## src/source/rvv_lite_pkg.sv

```systemverilog
package rvv_lite_pkg;

    // Vector geometry for SEW 8 and LMUL 1 only
    localparam int VLEN       = 64;
    localparam int SEW        = 8;
    localparam int NUM_ELEM   = VLEN / SEW;
    localparam int NUM_VREG   = 32;
    localparam int VREG_IDX_W = 5;

    // Queue depth doubles as the issuer's starting credit count
    localparam int CQ_DEPTH = 4;
    localparam int TAG_W    = 8;
    localparam int CNT_W    = 16;

    // OP-V encoding fields
    localparam logic [6:0] OPCODE_OPV   = 7'b1010111;
    localparam logic [2:0] FUNCT3_OPIVV = 3'b000;
    localparam logic [2:0] FUNCT3_OPIVI = 3'b011;
    localparam logic [5:0] FUNCT6_VADD  = 6'b000000;
    localparam logic [5:0] FUNCT6_VSUB  = 6'b000010;
    localparam logic [5:0] FUNCT6_VSADD = 6'b100001;

    typedef enum logic [1:0] {
        OP_ADD,
        OP_SUB,
        OP_SADD
    } valu_op_e;

    typedef struct packed {
        logic [5:0] funct6;
        logic       vm;
        logic [4:0] vs2;
        logic [4:0] vs1;
        logic [2:0] funct3;
        logic [4:0] vd;
        logic [6:0] opcode;
    } opivv_t;

    // Same layout with the immediate as middle field
    typedef struct packed {
        logic [5:0] funct6;
        logic       vm;
        logic [4:0] vs2;
        logic [4:0] simm5;
        logic [2:0] funct3;
        logic [4:0] vd;
        logic [6:0] opcode;
    } opivi_t;

    typedef union packed {
        opivv_t vv;
        opivi_t vi;
    } inst_word_u;

    typedef logic [VLEN-1:0] vreg_t;

endpackage

```

## src/source/rvv_lite_if.sv

```systemverilog
`timescale 1ns/1ps

// Issue stage to ALU
interface exec_if;
    logic                                  valid;
    rvv_lite_pkg::valu_op_e                op;
    logic [rvv_lite_pkg::VREG_IDX_W-1:0]   vd;
    rvv_lite_pkg::vreg_t                   src_a;
    rvv_lite_pkg::vreg_t                   src_b;
    logic [rvv_lite_pkg::TAG_W-1:0]        tag;

    modport issue (output valid, op, vd, src_a, src_b, tag);
    modport alu   (input  valid, op, vd, src_a, src_b, tag);
endinterface

// ALU result to VRF, tag counter and retire port
interface wb_if;
    logic                                  valid;
    logic [rvv_lite_pkg::VREG_IDX_W-1:0]   vd;
    rvv_lite_pkg::vreg_t                   data;
    logic                                  vxsat;
    logic [rvv_lite_pkg::TAG_W-1:0]        tag;

    modport alu  (output valid, vd, data, vxsat, tag);
    modport sink (input  valid, vd, data, vxsat, tag);
endinterface

```

## src/source/rvv_valu.sv

```systemverilog
`timescale 1ns/1ps

module rvv_valu (
    input  logic  clk,
    input  logic  rst_n,
    exec_if.alu   exec,
    wb_if.alu     wb
);

    rvv_lite_pkg::vreg_t               result;
    logic [rvv_lite_pkg::NUM_ELEM-1:0] elem_sat;
    logic                              vxsat;

    for (genvar i = 0; i < rvv_lite_pkg::NUM_ELEM; i++) begin : g_elem
        logic [rvv_lite_pkg::SEW-1:0] a;
        logic [rvv_lite_pkg::SEW-1:0] b;
        logic [rvv_lite_pkg::SEW:0]   sum_ext;
        logic [rvv_lite_pkg::SEW-1:0] sat_val;
        logic                         ovf;

        assign a       = exec.src_a[i*rvv_lite_pkg::SEW +: rvv_lite_pkg::SEW];
        assign b       = exec.src_b[i*rvv_lite_pkg::SEW +: rvv_lite_pkg::SEW];
        // One extra sign bit exposes signed overflow
        assign sum_ext = {a[rvv_lite_pkg::SEW-1], a} + {b[rvv_lite_pkg::SEW-1], b};
        assign ovf     = sum_ext[rvv_lite_pkg::SEW] ^ sum_ext[rvv_lite_pkg::SEW-1];
        // Clamp to 127 or -128 by the sign of the true sum
        assign sat_val = sum_ext[rvv_lite_pkg::SEW] ? {1'b1, {(rvv_lite_pkg::SEW-1){1'b0}}}
                                                    : {1'b0, {(rvv_lite_pkg::SEW-1){1'b1}}};

        assign elem_sat[i] = (exec.op == rvv_lite_pkg::OP_SADD) && ovf;
        assign result[i*rvv_lite_pkg::SEW +: rvv_lite_pkg::SEW] =
            (exec.op == rvv_lite_pkg::OP_SUB) ? a - b :
            elem_sat[i]                       ? sat_val :
                                                sum_ext[rvv_lite_pkg::SEW-1:0];
    end

    assign vxsat = |elem_sat;

    always_ff @(posedge clk) begin
        if (!rst_n) begin
            wb.valid <= 1'b0;
        end else begin
            wb.valid <= exec.valid;
        end
    end

    always_ff @(posedge clk) begin
        if (exec.valid) begin
            wb.vd    <= exec.vd;
            wb.data  <= result;
            wb.vxsat <= vxsat;
            wb.tag   <= exec.tag;
        end
    end

endmodule

```

## src/flat_wrapper.sv

```systemverilog
// flat-port wrapper written by rule: the top's interface ports become plain ports
module rvv_valu_flat 
  (clk, rst_n, exec_valid, exec_op, exec_vd, exec_src_a, exec_src_b, exec_tag, wb_valid, wb_vd, wb_data, wb_vxsat, wb_tag);
  exec_if exec_i ();
  wb_if wb_i ();
  input  logic clk;
  input  logic rst_n;
  input wire logic [$bits(exec_i.valid)-1:0] exec_valid;
  input wire logic [$bits(exec_i.op)-1:0] exec_op;
  input wire logic [$bits(exec_i.vd)-1:0] exec_vd;
  input wire logic [$bits(exec_i.src_a)-1:0] exec_src_a;
  input wire logic [$bits(exec_i.src_b)-1:0] exec_src_b;
  input wire logic [$bits(exec_i.tag)-1:0] exec_tag;
  output wire logic [$bits(wb_i.valid)-1:0] wb_valid;
  output wire logic [$bits(wb_i.vd)-1:0] wb_vd;
  output wire logic [$bits(wb_i.data)-1:0] wb_data;
  output wire logic [$bits(wb_i.vxsat)-1:0] wb_vxsat;
  output wire logic [$bits(wb_i.tag)-1:0] wb_tag;
  assign exec_i.valid = exec_valid;
  assign exec_i.op = exec_op;
  assign exec_i.vd = exec_vd;
  assign exec_i.src_a = exec_src_a;
  assign exec_i.src_b = exec_src_b;
  assign exec_i.tag = exec_tag;
  assign wb_valid = wb_i.valid;
  assign wb_vd = wb_i.vd;
  assign wb_data = wb_i.data;
  assign wb_vxsat = wb_i.vxsat;
  assign wb_tag = wb_i.tag;
  rvv_valu u_core (.clk(clk), .rst_n(rst_n), .exec(exec_i), .wb(wb_i));
endmodule
```

## config.mk

```make
export PLATFORM = sky130hd
export DESIGN_NAME = rvv_valu_flat
export DESIGN_NICKNAME = d
export VERILOG_FILES = /design/src/source/rvv_lite_pkg.sv /design/src/source/rvv_lite_if.sv /design/src/source/rvv_valu.sv /design/src/flat_wrapper.sv
export SDC_FILE = /design/constraint.sdc
export NUM_CORES = 1
export LEC_CHECK = 0
export ABC_AREA = 1
export BUFFER_PORTS_ARGS = -buffer_cell sky130_fd_sc_hd__buf_2
export CAP_MARGIN = 20
export CORE_MARGIN = 2
export CORE_UTILIZATION = 35
export DETAILED_ROUTE_END_ITERATION = 10
export GPL_TIMING_DRIVEN = 0
export PLACE_DENSITY = 0.6
export SLEW_MARGIN = 10
export SYNTH_ARGS = -nofsm -noshare
export SYNTH_HDL_FRONTEND = slang
export SYNTH_SLANG_ARGS = --single-unit
export TNS_END_PERCENT = 5
```

## constraint.sdc

```tcl
create_clock -name clk -period 2.8 [get_ports clk]
set_clock_uncertainty 0.15 [all_clocks]
set_input_delay 0.56 -clock clk [delete_from_list [all_inputs] [get_ports clk]]
set_output_delay 0.56 -clock clk [all_outputs]
set_load 0.1 [all_outputs]
```

# Word level (Yosys, flattened, before mapping)
# Index checks and enable logic that the tools add are counted.
# word_totals
inputBits,146
memories,0
mem_bits_rw,0
output_inout_bits,79
register_bits,79
latch_bits,0
mem_bits_ro,0
# classes
addsub,16
eq_ne,2
order_cmp,0
div,0
n_bitwise,8
muxes,24
shift,0
mul,0
reduce_logical,9
# op_table
op,n
$mux 8,24
$add 8x8->9,8
$sub 8x8->8,8
$logic_and 1x1->1,8
$reduce_or 8->1,1
$xor 1x1->1,8
$eq 2x1->1 const B,1
$eq 2x2->1 const B,1

# Logic depth before layout (Yosys ltp)
# Gate-level depths: netlist of the first run.
# logic_depth
word_depth,5
ltp_mapped,16
depth_no_buf,15

# Least setup slack after synthesis of the first run
# No wires, ideal clock.
# synth_path
path_kind,input-to-reg
from,input port exec_src_b[56]
to,"register u_core.wb.data[61], data pin"
setup_ns,0.260
cell_stages,13
arrival_time_ns,1.897
setup_slack_ns,0.493
required_time_ns,2.390
cell_sequence,ha_1 > inv_1 > fa_1 > nor2_1 > nand2_1 > nand2_1 > nand2_1 > nand2_1 > nand2_2 > nand2_2 > nor2_8 > nand2_8 > nand3_2
# synth_via
elab_chain_len,5
word_cells_on_any_way,7
cone_classes,add/sub: 2; mux: 3; bitwise: 1; reduce/logical: 1
# synth_rtl
element,line_no,rtl
from (decl),flat_wrapper.sv:12,input wire logic [$bits(exec_i.src_b)-1:0] exec_src_b;
$add 8x8->9,rvv_valu.sv:24,"assign sum_ext = {a[rvv_lite_pkg::SEW-1], a} + {b[rvv_lite_pkg::SEW-1], b};"
$xor 1x1->1,rvv_valu.sv:25,assign ovf = sum_ext[rvv_lite_pkg::SEW] ^ sum_ext[rvv_lite_pkg::SEW-1];
$logic_and 1x1->1,rvv_valu.sv:30,assign elem_sat[i] = (exec.op == rvv_lite_pkg::OP_SADD) && ovf;
$mux 8,rvv_valu.sv:33,elem_sat[i] ? sat_val :
$mux 8 (*),rvv_valu.sv:32,(exec.op == rvv_lite_pkg::OP_SUB) ? a - b :
net u_core.result[61],rvv_valu.sv:10,rvv_lite_pkg::vreg_t result;
to (signal assigned),rvv_valu.sv:50,wb.data <= result;
to (decl),rvv_lite_if.sv:24,"modport alu (output valid, vd, data, vxsat, tag);"
# Mark *: on every way through the listed nets, which the timed path passes. The rest lies on a longest branch.
# A chain may end at the register's enable or synchronous reset.

# Final worst setup path of the first run
# layout_path
from,input port exec_src_b[17]
to,"register u_core.wb.data[22], data pin"
# The elaborated chain is that of the path after synthesis.

==> results of run 1 <==
-- per-layer routing --
layer | wire [um] | vias to the layer above
li1 | - | 4652
met3 | 1570 | 30
met4 | 300 | 10
met2 | 12600 | 219
met1 | 12400 | 4039
met5 | 70 | -
-- layout by cell type (no fill, tap or decap), drive strengths merged --
master,count
nand2,299
nor3,4
o2111ai,2
o21ai,39
nand3b,1
inv,217
edfxtp,78
o31a,2
ha,120
a31oi,10
buf,261
o211ai,12
clkbuf,18
a21o,7
dfxtp,1
nand4,28
xor2,56
nand3,141
nor2,74
o21bai,4
and2,5
bufinv,2
a21oi,104
diode,3
o21a,6
clkinv,3
fa,16
or2,9
-- state kept, by name, summed over array words and instances (netlist names) --
signal / cells
u_core.wb.tag: 8
u_core.wb.valid: 1
u_core.wb.data: 64
u_core.wb.vxsat: 1
u_core.wb.vd: 5
-- stage by stage --
step | setup slack (ns) | area, um^2 | total power [mW]
floorplan | 0.493 | 9690 | 4.17
finish | 0.415 | 11600 | 6.12
global route | 0.295 | 11600 | 6.48
detailed placement | 0.0556 | 11300 | 4.83
CTS | 0.436 | 11600 | 6.18
global placement | 0.0514 | 11300 | 4.80
-- cells by family after synthesis --
group	synth area share (%)
compound gates	11.1
xor+xnor	5.21
fa+ha+maj	18.8
buf+inv	11.6
flops	24.4
simple gates	28.9
-- cells in the mapped netlist (8+ instances only) --
master	n
nand4_1	27
a21oi_2	8
inv_1	181
fa_1	16
or2_2	8
edfxtp_1	78
nand2_1	266
o21ai_0	32
ha_1	120
o211ai_1	12
nand3_1	112
nor2_1	61
nand2_2	29
buf_4	17
xor2_1	54
inv_2	30
a31oi_1	10
a21oi_1	96
buf_6	8
nand3_2	24
-- worst paths after layout --
check      startpoint            endpoint  depth (start not counted)
max    exec_src_b[17]  u_core.wb.data[22]                         11
min       exec_tag[6]    u_core.wb.tag[6]                          1
-- where the power goes --
group          total, mW  leakage [nW]  internal (mW)  switching (mW)
combinational       3.21          5.21          0.794            2.42
clock               1.33         0.158          0.814           0.512
sequential          1.59         0.770           1.53          0.0539
-- layout make-up --
cell class / instances / area [um^2] / share of cell area (%)
Clock inverter: 4 / 77.6 / 0.666
Multi-Input combinational cell: 939 / 6210 / 53.3
Buffer: 42 / 290 / 2.49
Timing Repair Buffer: 225 / 1150 / 9.89
Clock buffer: 12 / 246 / 2.12
Antenna cell: 3 / 7.51 / 0.0645
Tap cell: 372 / 465 / 4.00
Sequential cell: 79 / 2360 / 20.3
Inverter: 218 / 831 / 7.14
-- critical path, stage by stage --
cell	delay (ns)
buf_2	0.12
inv_1	0.08
ha_1	0.33
o21ai_0	0.37
nand2_1	0.16
nor2_1	0.12
nor2_1	0.06
nand2_1	0.07
nand3_2	0.18
nand3_1	0.16
nand3_1	0.12
==> impl_metrics.tcl, run 1 <==
set metrics [dict create \
    syn_area_per_cell_um2 7.58 \
    port_buffers 224 \
    first_global_vias 8339 \
    drive_above_1_share_pct 26.9 \
    drc 0 \
    top_usage_layer "met2" \
    h-tree-depth 3 \
    drt_iter0_drc 341 \
    coreArea_mm2 0.0271 \
    synth_edf_count 78 \
    clock_path_buffers 2 \
    status "complete, no violations" \
    yosysWarnings 0 \
    synth_flop_cell "edfxtp_1" \
    cts_hold_buf 0 \
    gp_congestion 0.873 \
    relSlewSlack_pct 36.7 \
    gr-usage-met2_pct 31.8 \
    cap_violations 0 \
    yosysUniqueCellTypes 48 \
    grt_pass1_wl_um 42200 \
    boundaryPins 225 \
    hold_viol 0 \
    finalWirelength_um 27000 \
    grt_use_met1_pct 24.0 \
    cts_num_sinks 79 \
    initial_core_util_pct 35.8 \
    start_kind "input pin" \
    drt-pass1-iter-count 6 \
    powerDensity_mw_per_mm2 526 \
    grt_remaining_overflow 0 \
    dieArea_mm2 0.0290 \
    rsz0062_at_grt "false" \
    cp_max_fo 8 \
    cts-resized-gates 0 \
    synth_top_area_share_pct 24.2 \
    setup_tns_ns 0 \
    cp.required_ns 2.74 \
    via_per_inst 4.73 \
    end_kind "register" \
    clk_pin_slew_ns 0.07 \
    clockRootBuffer "clkbuf_16" \
    met3_usage_pct 3.47 \
    critical_path_class "in2reg" \
    syn_inst 1278 \
    synth.cell_area_mm2 0.00969 \
    area_delta_synth_final_pct 20.1 \
    fin_crit_ns 2.39 \
    die_y_um 170 \
    ys_top_cells_by_area "edfxtp_1 24%, ha_1 15%, nand2_1 10%" \
    fillCellCount 2777 \
    cts_setup_buffers 0 \
    postRouteAntennaNets 0 \
    setup_viol 0 \
    drv_slew 0 \
    die_x_um 170 \
    critPathArrivalTime_ns 2.32 \
    ys_seq_elements 79 \
    p_leak_nw 6.14 \
    grt_max_degree 56 \
    place_inst 1875 \
    rows 60 \
    fin_cells 1894 \
    fmax_mhz 419 \
    final_util_pct 43.0 \
    fin_crit_sh_pct 85.2 \
    antenna_found_initial 8 \
    nets 1796 \
    yosysTopAreaCell "edfxtp_1" \
    vias 8950 \
    dp_hpwl_um 21700 \
    ys_seq_area_share_pct 24.4 \
    ir_drop_uv 275 \
    async_reset_ff_share_pct 0 \
    hold-worst-slack_ns 0.238 \
    grt.total_usage_pct 18.5 \
    cts_tree "built" \
    hold_path_class "in2reg" \
    cts_buffers 9 \
    worst_pin_slew_ns 0.949 \
    synth_nets 1560 \
    wire_per_inst_um 14.2 \
]
Power figures use the tool's default switching activity.
==> run 2: changes to the inputs <==
Settings changed: CORE_ASPECT_RATIO set to 0.7.
==> impl_metrics.tcl, run 2 (synthesis gave the netlist of run 1 again) <==
set metrics [dict create \
    top_register "u_core.wb.data" \
    vias 8967 \
    critPathMaxStageDelay_ns 0.40 \
    powerDensity_mw_per_mm2 524 \
    via_per_inst 4.75 \
    postRouteAntennaNets 0 \
    worstHoldStart "exec_vd[3]" \
    layout.cells.most_common "nand2_1" \
    first_global_vias 8294 \
    p_leak_nw 6.12 \
    fmax_mhz 419 \
    cts-resized-gates 0 \
    fin_cells 1889 \
    drive_above_1_share_pct 27.0 \
    met1Wirelength_um 14700 \
    min_path_cells 1 \
    clk_pin_slew_ns 0.07 \
    status "complete, no violations" \
    cp.required_ns 2.76 \
    cts_buffers 9 \
    multi_input_area_mm2 0.00621 \
    cpMostUsedCell "nand2_1" \
    rsz0062_at_grt "false" \
    top_layer_used "met4" \
    grt_pass1_wl_um 44300 \
    cts_setup_buffers 0 \
    critPathSlowestCell "fa_1" \
    setup_viol 0 \
    p_switching_mw 3.06 \
    cp_max_fo 8 \
    antenna_found_initial 6 \
    ir_drop_uv 273 \
    grt_remaining_overflow 0 \
    cts_hold_buf 0 \
    cap_violations 0 \
    swShare_pct 50.3 \
    layout_common_cells "266 x nand2_1, 230 x buf_2, 181 x inv_1" \
    finalWirelength_um 28400 \
    cts_tree "built" \
    start_kind "input pin" \
    largest_reg_flops 64 \
    clock_path_buffers 2 \
    area.sequential_mm2 0.00236 \
    share_seq_of_total_power_pct 26.0 \
    die_y_um 143 \
    critPathArrivalTime_ns 2.35 \
    cts_num_sinks 79 \
    fin_crit_sh_pct 85.3 \
    initial_core_util_pct 35.9 \
    clockRootBuffer "clkbuf_16" \
    drv_slew 0 \
    worst_pin_slew_ns 0.988 \
    place_ws_ns -0.0167 \
    fin_crit_ns 2.39 \
    critical_path_class "in2reg" \
    nets 1796 \
    boundaryPins 225 \
    hold_path_class "in2reg" \
    drt_iter0_drc 473 \
    port_buffers 224 \
    worst_slack_ns 0.411 \
    dp_hpwl_um 22700 \
    rows 50 \
    area_delta_synth_final_pct 19.9 \
    grt.total_usage_pct 19.6 \
    gp_congestion 0.888 \
    wire_per_inst_um 15.0 \
    dr_wl_met2_um 11600 \
    top_regs "u_core.wb.data x64, u_core.wb.tag x8, u_core.wb.vd x5" \
    hold_viol 0 \
    internal_power_mw 3.03 \
    drt-pass1-iter-count 5 \
    end_kind "register" \
    coreArea_mm2 0.0270 \
    crit_chain "buf_2 -> ha_1 -> inv_1 -> fa_1 -> nor2_1 -> nand2_1 -> nand2_1 -> nand2_1 -> nand2_1 -> nand2_1 -> nand3_2 -> nand2_1 -> nor2_1 -> nand2_1" \
    h-tree-depth 3 \
    grt_max_degree 44 \
    drc 0 \
    fillCellCount 2801 \
    clkPwrFrac_pct 20.8 \
    wl_met3_um 1740 \
    hold-worst-slack_ns 0.235 \
    die_x_um 203 \
    setup_tns_ns 0 \
    hold_path_end "u_core.wb.vd[3]" \
    combPwrFrac_pct 53.3 \
    dieArea_mm2 0.0291 \
    place_inst 1867 \
    relSlewSlack_pct 34.1 \
]
run 2: power by group through the flow:
stage	logic, mW	clock network, mW	registers (mW)
2_1_floorplan	1.33	0	2.84
5_1_grt	3.51	1.36	1.59
6_report	3.24	1.26	1.58
3_5_place_dp	3.24	0	1.61
3_3_place_gp	3.22	0	1.61
4_1_cts	3.26	1.32	1.58
run 2: how the worst max path moves through the flow:
stage	startpoint	cells after the start	slack [ns]	end
global placement	exec_src_b[32]	14	-0.04	u_core.wb.vxsat
detailed placement	exec_src_b[32]	14	-0.02	u_core.wb.vxsat
floorplan	exec_src_b[56]	13	0.49	u_core.wb.data[61]
finish	exec_src_b[32]	14	0.41	u_core.wb.vxsat
CTS	exec_src_b[32]	14	0.36	u_core.wb.vxsat
global route	exec_src_b[32]	14	0.15	u_core.wb.vxsat
run 2: per-layer routing:
layer	GRT usage, %	up-vias
met5	0	-
met4	3.57	0
met3	4.15	15
met2	28.9	231
met1	29.2	4058
li1	-	4663
run 2: area by class of cell:
type | instances | share of cell area (%)
multi-input cells | 939 | 53.4
flip-flops and latches | 79 | 20.3
repair buffers | 225 | 9.91
inverters | 218 | 7.15
well taps | 364 | 3.92
plain buffers | 42 | 2.50
clock buffers | 9 | 1.94
clock inverters | 7 | 0.678
diodes | 6 | 0.129
run 2: worst max-delay path, delay by kind of cell:
family / cells / cell delay [ns]
AND/OR/NAND/NOR: 10 / 1.09
adder cells (fa/ha/maj): 2 / 0.54
buffers and inverters: 2 / 0.15
run 2: stage by stage:
stage / cell area, um^2 / util, % / power [mW]
4_1_cts: 11600 / 43.0 / 6.16
3_3_place_gp: 11300 / 41.8 / 4.83
3_5_place_dp: 11300 / 41.9 / 4.85
5_1_grt: 11600 / 43.1 / 6.47
6_report: 11600 / 43.1 / 6.09
2_1_floorplan: 9690 / - / 4.17
